**src/design/scalar_pkg.sv**
```systemverilog
/*
 * Scalar unit shared definitions
 * Widths, instruction field positions, opcodes and the run-control states,
 * plus small decode helpers used by issue and execute
 */
`default_nettype none

package scalar_pkg;

	//////////////////////////////////////////////////
	// Widths
	localparam int DATA_W     = 32;
	localparam int NUM_REGS   = 16;
	localparam int REG_W      = 4;
	localparam int IMEM_DEPTH = 64;
	localparam int PC_W       = 6;
	localparam int INSTR_W    = 32;
	localparam int OP_W       = 4;
	localparam int IMM_W      = 16;
	localparam int SHAMT_W    = 5;

	// Field positions, top down
	localparam int OP_MSB   = 31;
	localparam int DST_MSB  = 27;
	localparam int SRC1_MSB = 23;
	localparam int SRC2_MSB = 19;
	localparam int IMM_MSB  = 15;

	typedef logic [DATA_W-1:0]  data_t;
	typedef logic [REG_W-1:0]   reg_idx_t;
	typedef logic [PC_W-1:0]    pc_t;
	typedef logic [INSTR_W-1:0] instr_t;
	typedef logic [IMM_W-1:0]   imm_t;

	typedef enum logic [OP_W-1:0] {
		OP_ADD  = 4'h0,
		OP_SUB  = 4'h1,
		OP_AND  = 4'h2,
		OP_OR   = 4'h3,
		OP_XOR  = 4'h4,
		OP_SHL  = 4'h5,
		OP_SHR  = 4'h6,
		OP_ADDI = 4'h7,
		OP_LDI  = 4'h8,
		OP_BNZ  = 4'h9,   // Target in imm low bits
		OP_HALT = 4'hA
	} opcode_e;

	typedef enum logic [1:0] {
		RUN_IDLE,
		RUN_ACTIVE,
		RUN_STOP
	} run_state_e;

	//////////////////////////////////////////////////
	// Decode helpers
	function automatic logic writes_dst(opcode_e op);
		case (op)
			OP_ADD, OP_SUB, OP_AND, OP_OR, OP_XOR,
			OP_SHL, OP_SHR, OP_ADDI, OP_LDI: return 1'b1;
			default: return 1'b0;
		endcase
	endfunction

	function automatic logic reads_src1(opcode_e op);
		return writes_dst(op) && op != OP_LDI || op == OP_BNZ;
	endfunction

	function automatic logic reads_src2(opcode_e op);
		return op inside {OP_ADD, OP_SUB, OP_AND, OP_OR, OP_XOR, OP_SHL, OP_SHR};
	endfunction

	function automatic data_t sext_imm(imm_t imm);
		return {{(DATA_W-IMM_W){imm[IMM_W-1]}}, imm};
	endfunction

endpackage

`default_nettype wire

```
**src/design/pipe_if.sv**
```systemverilog
/*
 * Pipeline links
 * fetch_if carries a valid/ready word from fetch to issue,
 * exec_if carries one issued instruction per valid cycle to execute
 */
`timescale 1ns/1ps
`default_nettype none

interface fetch_if
	import scalar_pkg::*;
();
	logic   valid;
	logic   ready;
	instr_t instr;
	pc_t    pc;

	modport producer (output valid, output instr, output pc, input ready);
	modport consumer (input valid, input instr, input pc, output ready);
endinterface

interface exec_if
	import scalar_pkg::*;
();
	logic     valid;   // No back-pressure
	opcode_e  op;
	reg_idx_t dst;
	data_t    a;
	data_t    b;
	imm_t     imm;

	modport source (output valid, output op, output dst, output a, output b, output imm);
	modport sink (input valid, input op, input dst, input a, input b, input imm);
endinterface

`default_nettype wire

```
**src/design/instr_mem.sv**
```systemverilog
/*
 * Instruction memory
 * Host writes one word per load handshake, fetch reads
 * with one cycle of latency every cycle
 */
`timescale 1ns/1ps
`default_nettype none

module instr_mem
	import scalar_pkg::*;
(
	input  logic   clock,
	input  logic   reset,
	input  logic   load_valid,
	input  logic   load_ready,
	input  pc_t    load_addr,
	input  instr_t load_instr,
	input  pc_t    rd_addr,
	output instr_t rd_data
);

	instr_t mem [IMEM_DEPTH];
	logic   load_fire;

	assign load_fire = load_valid && load_ready;   // Full handshake

	// Program store
	always_ff @(posedge clock) begin
		if (load_fire) begin
			mem[load_addr] <= load_instr;
		end
	end

	// Registered read port
	always_ff @(posedge clock) begin
		if (reset) begin
			rd_data <= '0;
		end else begin
			rd_data <= mem[rd_addr];
		end
	end

endmodule

`default_nettype wire

```
**src/design/fetch_stage.sv**
```systemverilog
/*
 * Fetch stage
 * Run control FSM, program counter and a one-word fetch buffer.
 * A word that the buffer cannot take is re-read from memory until it can.
 * A taken branch flushes the buffer and the word in flight
 */
`timescale 1ns/1ps
`default_nettype none

module fetch_stage
	import scalar_pkg::*;
(
	input  logic      clock,
	input  logic      reset,
	input  logic      start,
	input  logic      br_done,
	input  logic      br_taken,
	input  pc_t       br_target,
	input  logic      halt_done,
	output pc_t       rd_addr,
	input  instr_t    rd_data,
	fetch_if.producer fetch,
	output logic      busy,
	output logic      done
);

	run_state_e state;
	pc_t        pc;            // Next address to request
	logic       inflight;      // Memory word lands this cycle
	pc_t        inflight_pc;
	logic       buf_valid;
	instr_t     buf_instr;
	pc_t        buf_pc;
	logic       can_take;
	logic       hold;
	logic       redirect;

	assign can_take = !buf_valid || fetch.ready;
	assign hold     = inflight && !can_take;
	assign redirect = br_done && br_taken;
	assign rd_addr  = hold ? inflight_pc : pc;   // Replay stalled word

	assign fetch.valid = buf_valid;
	assign fetch.instr = buf_instr;
	assign fetch.pc    = buf_pc;

	assign busy = (state == RUN_ACTIVE);
	assign done = (state == RUN_STOP);   // Single cycle, busy already low

	//////////////////////////////////////////////////
	// Run control
	always_ff @(posedge clock) begin
		if (reset) begin
			state <= RUN_IDLE;
		end else begin
			case (state)
				RUN_ACTIVE: state <= halt_done ? RUN_STOP : RUN_ACTIVE;
				default:    state <= start ? RUN_ACTIVE : RUN_IDLE;
			endcase
		end
	end

	//////////////////////////////////////////////////
	// Program counter and buffer
	always_ff @(posedge clock) begin
		if (reset) begin
			pc        <= '0;
			inflight  <= 1'b0;
			buf_valid <= 1'b0;
		end else if (state != RUN_ACTIVE || halt_done) begin
			pc        <= '0;   // Next run starts at address 0
			inflight  <= 1'b0;
			buf_valid <= 1'b0;
		end else if (redirect) begin
			pc        <= br_target;
			inflight  <= 1'b0;
			buf_valid <= 1'b0;
		end else begin
			if (!hold) begin
				pc       <= pc + 1'b1;
				inflight <= 1'b1;
			end
			if (inflight && can_take) begin
				buf_valid <= 1'b1;
			end else if (fetch.ready) begin
				buf_valid <= 1'b0;   // Drained
			end
		end
	end

	always_ff @(posedge clock) begin
		if (!hold) begin
			inflight_pc <= pc;
		end
		if (inflight && can_take) begin
			buf_instr <= rd_data;
			buf_pc    <= inflight_pc;
		end
	end

endmodule

`default_nettype wire

```
**src/design/hazard_check.sv**
```systemverilog
/*
 * Hazard check and issue
 * Holds one fetched instruction, checks a scoreboard of pending
 * destination writes, reads operands and registers them for execute.
 * Stalls behind an unresolved BNZ and stops accepting after HALT
 */
`timescale 1ns/1ps
`default_nettype none

module hazard_check
	import scalar_pkg::*;
(
	input  logic      clock,
	input  logic      reset,
	fetch_if.consumer fetch,
	output reg_idx_t  rs1,
	output reg_idx_t  rs2,
	input  data_t     rd1,
	input  data_t     rd2,
	input  logic      wb_valid,
	input  reg_idx_t  wb_index,
	input  logic      br_done,
	exec_if.source    exec
);

	logic                entry_valid;
	instr_t              entry_instr;
	opcode_e             op;
	reg_idx_t            dst;
	imm_t                imm;
	logic [NUM_REGS-1:0] sb;        // Pending destination writes
	logic [NUM_REGS-1:0] wb_clear;
	logic [NUM_REGS-1:0] dst_mask;
	logic [NUM_REGS-1:0] sb_busy;
	logic                hazard;
	logic                issue;
	logic                ctrl_op;
	logic                bnz_pending;
	logic [1:0]          halt_hold;

	// Decode
	assign op  = opcode_e'(entry_instr[OP_MSB -: OP_W]);
	assign dst = entry_instr[DST_MSB -: REG_W];
	assign rs1 = entry_instr[SRC1_MSB -: REG_W];
	assign rs2 = entry_instr[SRC2_MSB -: REG_W];
	assign imm = entry_instr[IMM_MSB:0];

	always_comb begin
		wb_clear = '0;
		dst_mask = '0;
		if (wb_valid) begin
			wb_clear[wb_index] = 1'b1;
		end
		dst_mask[dst] = 1'b1;
	end

	// A write-back landing this cycle releases its bit at once
	assign sb_busy = sb & ~wb_clear;
	assign hazard  = (reads_src1(op) && sb_busy[rs1]) ||
	                 (reads_src2(op) && sb_busy[rs2]) ||
	                 (writes_dst(op) && sb_busy[dst]);
	assign issue   = entry_valid && !hazard && !bnz_pending;
	assign ctrl_op = (op == OP_BNZ) || (op == OP_HALT);

	// Nothing follows a BNZ or HALT into the entry
	assign fetch.ready = !bnz_pending && (halt_hold == 2'b00) &&
	                     (!entry_valid || (issue && !ctrl_op));

	//////////////////////////////////////////////////
	// Control state
	always_ff @(posedge clock) begin
		if (reset) begin
			entry_valid <= 1'b0;
			sb          <= '0;
			bnz_pending <= 1'b0;
			halt_hold   <= '0;
			exec.valid  <= 1'b0;
		end else begin
			if (fetch.valid && fetch.ready) begin
				entry_valid <= 1'b1;
			end else if (issue) begin
				entry_valid <= 1'b0;
			end
			sb <= sb_busy | ((issue && writes_dst(op)) ? dst_mask : '0);
			if (issue && op == OP_BNZ) begin
				bnz_pending <= 1'b1;
			end else if (br_done) begin
				bnz_pending <= 1'b0;
			end
			// Covers the cycles until the fetch flush on halt_done
			halt_hold  <= {halt_hold[0], issue && op == OP_HALT};
			exec.valid <= issue;
		end
	end

	// Entry and issue payload
	always_ff @(posedge clock) begin
		if (fetch.valid && fetch.ready) begin
			entry_instr <= fetch.instr;
		end
		if (issue) begin
			exec.op  <= op;
			exec.dst <= dst;
			exec.a   <= rd1;
			exec.b   <= rd2;
			exec.imm <= imm;
		end
	end

endmodule

`default_nettype wire

```
**src/design/reg_file.sv**
```systemverilog
/*
 * Register file
 * Sixteen registers, two combinational read ports with write bypass
 * and one write port fed by write-back
 */
`timescale 1ns/1ps
`default_nettype none

module reg_file
	import scalar_pkg::*;
(
	input  logic     clock,
	input  logic     reset,
	input  reg_idx_t rs1,
	input  reg_idx_t rs2,
	output data_t    rd1,
	output data_t    rd2,
	input  logic     we,
	input  reg_idx_t wa,
	input  data_t    wd
);

	data_t regs [NUM_REGS];

	always_ff @(posedge clock) begin
		if (reset) begin
			regs <= '{default: '0};
		end else if (we) begin
			regs[wa] <= wd;
		end
	end

	// Same-cycle write is visible to the reader
	assign rd1 = (we && wa == rs1) ? wd : regs[rs1];
	assign rd2 = (we && wa == rs2) ? wd : regs[rs2];

endmodule

`default_nettype wire

```
**src/design/exec_unit.sv**
```systemverilog
/*
 * Execute stage
 * Single-cycle ALU with a registered write-back, BNZ resolution into
 * the redirect signals, HALT completion and zero/negative status flags
 */
`timescale 1ns/1ps
`default_nettype none

module exec_unit
	import scalar_pkg::*;
(
	input  logic     clock,
	input  logic     reset,
	exec_if.sink     exec,
	output logic     wb_valid,
	output reg_idx_t wb_index,
	output data_t    wb_data,
	output logic     br_done,
	output logic     br_taken,
	output pc_t      br_target,
	output logic     halt_done,
	output logic     flag_zero,
	output logic     flag_neg
);

	data_t result;
	data_t imm_ext;
	logic  wr_en;
	logic  is_bnz;

	assign imm_ext = sext_imm(exec.imm);
	assign wr_en   = exec.valid && writes_dst(exec.op);
	assign is_bnz  = exec.valid && exec.op == OP_BNZ;

	//////////////////////////////////////////////////
	// ALU
	always_comb begin
		case (exec.op)
			OP_ADD:  result = exec.a + exec.b;
			OP_SUB:  result = exec.a - exec.b;
			OP_AND:  result = exec.a & exec.b;
			OP_OR:   result = exec.a | exec.b;
			OP_XOR:  result = exec.a ^ exec.b;
			OP_SHL:  result = exec.a << exec.b[SHAMT_W-1:0];
			OP_SHR:  result = exec.a >> exec.b[SHAMT_W-1:0];   // Logical
			OP_ADDI: result = exec.a + imm_ext;
			OP_LDI:  result = imm_ext;
			default: result = '0;
		endcase
	end

	//////////////////////////////////////////////////
	// Write-back, redirect and status
	always_ff @(posedge clock) begin
		if (reset) begin
			wb_valid  <= 1'b0;
			br_done   <= 1'b0;
			br_taken  <= 1'b0;
			halt_done <= 1'b0;
			flag_zero <= 1'b0;
			flag_neg  <= 1'b0;
		end else begin
			wb_valid  <= wr_en;
			br_done   <= is_bnz;
			br_taken  <= is_bnz && exec.a != '0;
			halt_done <= exec.valid && exec.op == OP_HALT;
			if (wr_en) begin
				flag_zero <= (result == '0);
				flag_neg  <= result[DATA_W-1];
			end
		end
	end

	// Payload
	always_ff @(posedge clock) begin
		wb_index  <= exec.dst;
		wb_data   <= result;
		br_target <= exec.imm[PC_W-1:0];   // Absolute target
	end

endmodule

`default_nettype wire

```
**src/design/scalar_unit.sv**
```systemverilog
/*
 * Scalar execution unit, top level
 * Program load port, start/busy/done run control and the
 * write-back event with status flags
 */
`timescale 1ns/1ps
`default_nettype none

module scalar_unit
	import scalar_pkg::*;
(
	input  logic     clock,
	input  logic     reset,
	input  logic     load_valid,
	output logic     load_ready,
	input  pc_t      load_addr,
	input  instr_t   load_instr,
	input  logic     start,
	output logic     busy,
	output logic     done,
	output logic     wb_valid,
	output reg_idx_t wb_index,
	output data_t    wb_data,
	output logic     flag_zero,
	output logic     flag_neg
);

	pc_t      rd_addr;
	instr_t   rd_data;
	reg_idx_t rs1;
	reg_idx_t rs2;
	data_t    rd1;
	data_t    rd2;
	logic     br_done;
	logic     br_taken;
	pc_t      br_target;
	logic     halt_done;

	fetch_if fetch_link ();
	exec_if  exec_link ();

	assign load_ready = ~busy;   // Host held off during a run

	instr_mem u_imem (
		.clock(clock), .reset(reset),
		.load_valid(load_valid), .load_ready(load_ready),
		.load_addr(load_addr), .load_instr(load_instr),
		.rd_addr(rd_addr), .rd_data(rd_data)
	);

	fetch_stage u_fetch (
		.clock(clock), .reset(reset), .start(start),
		.br_done(br_done), .br_taken(br_taken), .br_target(br_target),
		.halt_done(halt_done), .rd_addr(rd_addr), .rd_data(rd_data),
		.fetch(fetch_link), .busy(busy), .done(done)
	);

	hazard_check u_hazard (
		.clock(clock), .reset(reset), .fetch(fetch_link),
		.rs1(rs1), .rs2(rs2), .rd1(rd1), .rd2(rd2),
		.wb_valid(wb_valid), .wb_index(wb_index),
		.br_done(br_done), .exec(exec_link)
	);

	reg_file u_regs (
		.clock(clock), .reset(reset),
		.rs1(rs1), .rs2(rs2), .rd1(rd1), .rd2(rd2),
		.we(wb_valid), .wa(wb_index), .wd(wb_data)
	);

	exec_unit u_exec (
		.clock(clock), .reset(reset), .exec(exec_link),
		.wb_valid(wb_valid), .wb_index(wb_index), .wb_data(wb_data),
		.br_done(br_done), .br_taken(br_taken), .br_target(br_target),
		.halt_done(halt_done), .flag_zero(flag_zero), .flag_neg(flag_neg)
	);

endmodule

`default_nettype wire

```
**config.mk**
```make
export PLATFORM = sky130hd
export DESIGN_NAME = scalar_unit
export DESIGN_NICKNAME = d
export VERILOG_FILES = /design/src/design/scalar_pkg.sv /design/src/design/pipe_if.sv /design/src/design/instr_mem.sv /design/src/design/fetch_stage.sv /design/src/design/hazard_check.sv /design/src/design/reg_file.sv /design/src/design/exec_unit.sv /design/src/design/scalar_unit.sv
export SDC_FILE = /design/constraint.sdc
export NUM_CORES = 2
export LEC_CHECK = 0
export ABC_AREA = 0
export CAP_MARGIN = 20
export CORE_MARGIN = 8
export CORE_UTILIZATION = 35
export DETAILED_ROUTE_END_ITERATION = 8
export DONT_BUFFER_PORTS = 1
export PLACE_DENSITY_LB_ADDON = 0.25
export SLEW_MARGIN = 20
export SYNTH_ARGS = -nofsm -noshare
export SYNTH_HDL_FRONTEND = slang
export SYNTH_SLANG_ARGS = --single-unit
```
**constraint.sdc**
```tcl
create_clock -name clock -period 8.7 [get_ports clock]
set_clock_uncertainty 0.2 [all_clocks]
set_input_delay 1.74 -clock clock [delete_from_list [all_inputs] [get_ports clock]]
set_output_delay 1.74 -clock clock [all_outputs]
set_load 0.1 [all_outputs]
```
Yosys cells after proc, flatten, opt, wreduce, memory -nomap -nowiden:

Memory sizes are Yosys's and may differ from the RTL's. A register that Yosys moved wholly into a read port is not among the register bits.
Index checks and enable logic that the tools add are counted.

* bits in read-only memories: 64
* bits in writable memories: 2048
* output and inout port bits: 42
* memories: 5
* bits of input ports: 42
* register bits: 749

* bitwise logic cells: 10
* add/subtract/negate cells: 4
* equality and inequality tests: 25
* reductions and logical operators: 50
* shift-type cells: 2
* magnitude comparators: 10
* muxes and demuxes: 43

Memory list
* u_imem.mem: depth 64, bits a word 32, rd ports 1, clocked after Yosys merged registers in 1, wr ports 1, RTL line instr_mem.sv:22 `instr_t mem [IMEM_DEPTH];`
* (name not given): depth 16, bits a word 1, rd ports 1, clocked after Yosys merged registers in 1, wr ports 0, RTL line scalar_pkg.sv:58 `case (op)`
* (name not given): depth 16, bits a word 1, rd ports 1, clocked after Yosys merged registers in 1, wr ports 0, RTL line scalar_pkg.sv:58
* (name not given): depth 16, bits a word 1, rd ports 1, clocked after Yosys merged registers in 1, wr ports 0, RTL line scalar_pkg.sv:58
* (name not given): depth 16, bits a word 1, rd ports 1, clocked after Yosys merged registers in 1, wr ports 0, RTL line scalar_pkg.sv:58

Operators with widths (number)
* $bwmux W512: 1
* $pmux W32 S9: 1
* $bmux W32 S4: 2
* $mux W32: 7
* $demux W32 S4: 1
* $add A32 B32 Y32: 2
* $and A32 B32 Y32: 1
* $logic_not A32 Y1: 1
* $mux W16: 2
* $or A32 B32 Y32: 1
* $reduce_bool A32 Y1: 1
* $shl A32 B5 Y32: 1
* $shr A32 B5 Y32: 1
* $sub A32 B32 Y32: 1
* $xor A32 B32 Y32: 1
* $eq A4 B3 Y1 const B: 7
* $logic_and A1 B1 Y1: 26
* $eq A4 B4 Y1 const B: 5
* $lt A4 B5 Y1 const B: 4
* $mux W6: 3
* $and A16 B16 Y16: 1
* $eq A4 B2 Y1 const B: 4
* $mux W4: 4
* $not A16 Y16: 1
* other kinds (26): 65

Depth between registers and ports, before layout:

* depth in word-level cells: 23
* depth in mapped cells: 30
* mapped depth without buffers: 26

By module:

A second synthesis with hierarchy kept.

* cell total of the unflattened synthesis: 8146
* area, all modules: 123008.0 sq um

By module, submodules not included
* instr_mem: instances 1, area an instance 79887.9 sq um, sequential area each 62139.6 sq um, cells an instance 3434
* reg_file: instances 1, area an instance 26045.0 sq um, sequential area each 10249.8 sq um, cells an instance 2937
* exec_unit: instances 1, area an instance 10117.2 sq um, sequential area each 960.9 sq um, cells an instance 1369
* hazard_check: instances 1, area an instance 5128.7 sq um, sequential area each 4043.9 sq um, cells an instance 303
* fetch_stage: instances 1, area an instance 1825.5 sq um, sequential area each 1461.4 sq um, cells an instance 102
* scalar_unit: instances 1, area an instance 3.8 sq um, sequential area each 0.0 sq um, cells an instance 1

Least setup slack after synthesis:

Ideal clock, no wire load.

* path kind: reg2reg
* start point: reg u_hazard.exec.b[1]
* end point: reg u_exec.flag_zero
* cell stages (with the launch flop): 24
* clock period less this slack: 6.939 ns
* arrival time: 6.652 ns
* slack: 1.761 ns
* library setup time: 0.087 ns
* path buffers: 4
* data required time: 8.413 ns
* cells stage by stage: edfxtp_1 -> clkbuf_1 -> buf_2 -> inv_2 -> clkbuf_1 -> clkbuf_1 -> ha_1 -> nand4_1 -> or3_1 -> nor4_1 -> nand4_1 -> or3_1 -> or3_1 -> nand2b_1 -> or4_1 -> a221o_1 -> ha_1 -> a211o_1 -> a21o_1 -> mux2i_1 -> o21ai_0 -> or4_1 -> or4b_1 -> o31ai_1

* longest elaborated chain between the ends: 3
* elaborated cells between the ends (all ways): 9

Ends and longest elaborated chain
* from (decl): RTL line pipe_if.sv:31 `modport source (output valid, output op, output dst, output a, output b, output imm);`
* from (signal assigned): RTL line hazard_check.sv:105 `exec.b <= rd2;`
* $sub A32 B32 Y32 (tied with other cells): RTL line exec_unit.sv:40 `OP_SUB: result = exec.a - exec.b;`
* $pmux W32 S9 *: RTL line exec_unit.sv:38 `case (exec.op)`
* $logic_not A32 Y1 *: RTL line exec_unit.sv:68 `flag_zero <= (result == '0);`
* to (signal assigned): RTL line exec_unit.sv:68
* to (decl): RTL line exec_unit.sv:22 `output logic flag_zero,`

Every way passes the cells marked *; elsewhere a longest branch is shown, timed or not.
A chain may end at the register's enable or synchronous reset.

Worst setup path in the final report:

* start point: reg u_hazard.exec.op[2]
* end point: reg u_exec.flag_zero

* longest elaborated chain between the ends: 3
* elaborated cells between the ends (all ways): 11

Ends and longest elaborated chain (RTL line)
* from (decl): pipe_if.sv:31
* $eq A4 B4 Y1 (tied with other cells): exec_unit.sv:38
* $pmux W32 S9 *: exec_unit.sv:38
* $logic_not A32 Y1 *: exec_unit.sv:68

Marked as above.

==> out/results.ini <==
[synth]
synth_ff_type=edfxtp_1
synthArstFlopShare_pct=0
syn_nets=10070
synth.top_cell.area_share_pct=53.92
syn_area_um2=122500
ys_types=86
netlist_top_cells_area=edfxtp_1 54%, dfxtp_1 10%, nand2_1 7.7%
yosys.area.top_type=edfxtp_1
synth_area_per_cell_um2=12.35
syn_inst=9924
synth-seq-cells=2831
synth_edf_count=2200
yosysWarnings=0
yosysSeqAreaShare_pct=64.23

[cts]
root_buffer=clkbuf_16
cts.sinks=2831
clock_path_buffers=4
cts-buffers-inserted=303
cts_setup_buffers=0
cts_tree=done
hold_buffers=0
clk_latency_ns=0.87
htreeDepth=5
ctsResizeCount=0
path_clk_slew_ns=0.06

[finish]
final_cells=14580
drive_gt1_share_pct=13.03
nets=9887
final_util_pct=39.54
area.growth.synth_to_final_pct=12.59

[routing]
drcViolationCount=0
wl_met1_um=171000
top_layer=met5
firstDrtPassIters=6
dr_wl_met3_um=33210
wl_met2_um=200300
vias=84960
routed_wirelength_um=425400
final_antenna_net_count=0
via_per_inst=5.827
routedWlPerCell_um=29.18
drtIter0Drc=10170

[sta]
final.min_clock_period_ns=7.149
setup-tns-final_ns=0
rsz0062_at_grt=no
final_max_slew_viol_count=0
tightest_slew_ns=1.194
finalWorstSetupSlack_ns=1.551
slew_headroom_pct=20.39
period_share_pct=82.17
finalHoldViolCount=0
holdWs_ns=0.1432
final-setup-viol-count=0
fmax_mhz=139.9

[setup_path]
critPathLaunchType=register
path_class=reg2reg
arrival_ns=7.68
worst_setup_path_end_kind=register
worst-r2r-cell-count=20
path_max_fanout=19
rr_startpoint=u_hazard.exec.op[2]$_DFFE_PN_
rrSetupSlack_ns=1.55
worstReg2RegEnd=u_exec.flag_zero$_SDFFE_PP0P_
crit_path_end=u_exec.flag_zero$_SDFFE_PP0P_
critPathRequiredTime_ns=9.23
worstSetupStartpoint=u_hazard.exec.op[2]$_DFFE_PN_

[power_and_ir_drop]
pwr-share-comb_pct=3.6
p_int_uw=22140
p_leak_uw=0.04658
p_per_area_nw_per_um2=204.1
switching_share_pct=21.38
power_switching_uw=6022
ir_drop_uv=150.7
power_frac_seq_pct=52.0
clkPwrFrac_pct=44.4

[die]
core_area_um2=348900
num_io_pins=84
die_area_um2=369300
fp.dieW_um=607.7
die_h_um=607.7
initial_utilization_pct=35.12
rows=217

[grt]
grt_pass1_vias=81660
grtUsageTotal_pct=22.02
grt_overflow=0
grt_max_degree=317
antenna_found_initial=16
grt_pass1_wl_um=603300

[run]
drv_cap=0

[placement]
place.port_buffers=0
post-dp-hpwl_um=238700
placed_cells=14030
pre_cts_ws_ns=1.718
globalplace.congestion=0.9110

[status]
outcome=finished clean

[hold_path]
min_path_type=reg2reg

==> synth_stat cells, types with 88 or more instances <==
cell type / number
nand2_1: 2514
edfxtp_1: 2200
a21oi_1: 651
dfxtp_1: 631
clkbuf_1: 509
nand3_1: 451
mux2i_1: 427
mux4_2: 363
nor2_1: 255
buf_2: 140
o21ai_0: 140
a311oi_1: 133
o22ai_1: 129
a31oi_1: 114
ha_1: 106
and3_1: 104
buf_1: 101
a32oi_1: 88
==> flip-flops by register name, indices dropped and copies added (netlist names), 2 cells and up, named ones only <==
register	cells
u_imem.rd_data	32
u_fetch.state	2
u_imem.mem	2048
u_exec.wb_data	32
u_fetch.fetch.instr	32
u_hazard.entry_instr	32
u_exec.br_target	6
u_hazard.exec.imm	16
u_hazard.exec.b	32
u_fetch.pc	6
u_hazard.halt_hold	2
u_fetch.inflight_pc	6
u_hazard.sb	16
u_hazard.exec.dst	4
u_exec.wb_index	4
u_regs.regs	512
u_hazard.exec.a	32
u_hazard.exec.op	4
==> per-layer routing <==
layer / vias up / global-route usage (%)
li1: 36510 / -
met1: 43540 / 29.21
met3: 876 / 3.302
met5: - / 0
met2: 4016 / 35.90
met4: 8 / 9.604
==> worst min path at each step <==
| stage | startpoint | end | slack (ns) | depth (start not counted) |
|---|---|---|---|---|
| 3_5_place_dp | u_hazard.exec.dst[1]$_DFFE_PN_ | u_exec.wb_index[1]$_DFF_P_ | 0.13 | 0 |
| 6_report | u_hazard.exec.dst[1]$_DFFE_PN_ | u_exec.wb_index[1]$_DFF_P_ | 0.14 | 0 |
| 2_1_floorplan | u_hazard.exec.dst[0]$_DFFE_PN_ | u_exec.wb_index[0]$_DFF_P_ | 0.12 | 0 |
| 4_1_cts | u_hazard.exec.dst[1]$_DFFE_PN_ | u_exec.wb_index[1]$_DFF_P_ | 0.14 | 0 |
| 5_1_grt | u_hazard.exec.dst[0]$_DFFE_PN_ | u_exec.wb_index[0]$_DFF_P_ | 0.16 | 0 |
| 3_3_place_gp | u_hazard.exec.dst[1]$_DFFE_PN_ | u_exec.wb_index[1]$_DFF_P_ | 0.13 | 0 |
==> power groups by stage <==
| stage | clock (uW) | combinational, uW | sequential (uW) |
|---|---|---|---|
| floorplan | 0 | 700 | 14900 |
| global placement | 0 | 954 | 14900 |
| detailed placement | 0 | 1010 | 14900 |
| CTS | 12700 | 1010 | 14700 |
| global route | 13200 | 1090 | 14700 |
| finish | 12500 | 1010 | 14700 |
==> worst max-delay path: stages, from the launching register on <==
cell	delay, ns
edfxtp_1	0.74
nor2b_1	0.64
nand3_1	0.25
nand2_1	0.59
o21ai_0	0.21
a222oi_1	0.26
inv_1	0.09
ha_1	0.37
a21o_1	0.23
a21oi_1	0.14
nor2b_1	0.06
o21a_1	0.19
or3_1	0.34
a21oi_1	0.25
xnor2_1	0.12
a2111oi_0	0.77
nand4b_1	0.17
nor4_1	0.58
nand3b_1	0.17
or4b_1	0.50
o31ai_1	0.19
==> placed cells by master (no fill, tap or decap), types with 28 or more instances in the layout <==
master     instances
nand2_1         2500
edfxtp_1        2200
a21oi_1          650
dfxtp_1          597
nand3_1          447
mux2i_1          426
mux4_2           363
clkbuf_16        312
buf_4            232
nor2_1           175
o21ai_0          140
a311oi_1         133
o22ai_1          129
a31oi_1          114
ha_1             106
and3_1           102
a32oi_1           88
inv_1             83
nor2_4            83
nor3_1            80
mux2_2            78
clkbuf_1          73
nand4_1           70
or3_1             59
clkinv_1          51
clkinv_2          44
dfxtp_2           33
o221ai_1          31
clkbuf_8          28
==> logic make-up after synthesis <==
kind of cell	Yosys count	synth area share (%)
buf+inv	846	2.741
compound gates	1546	8.071
flops	2831	64.23
xor+xnor	28	0.2002
simple gates	3697	12.77
mux	869	10.89
fa+ha+maj	107	1.099
==> layout make-up <==
| class | count | area, um2 |
|---|---|---|
| diodes | 9 | 22.52 |
| clock inverters | 125 | 1012 |
| clock buffers | 413 | 8467 |
| multi-input cells | 6247 | 41230 |
| inverters | 94 | 375.4 |
| repair buffers | 261 | 2347 |
| fillers | 32360 | 210900 |
| well taps | 4599 | 5754 |
| flip-flops and latches | 2831 | 78740 |
==> metrics by stage <==
step	power (uW)	cell area, um2
after floorplan	15630	122500
after global placement	15900	128300
final	28160	138000
after global routing	28930	137900
after CTS	28350	137900
after detailed placement	15950	128400
Note: power is estimated with default switching activity, not from simulation.
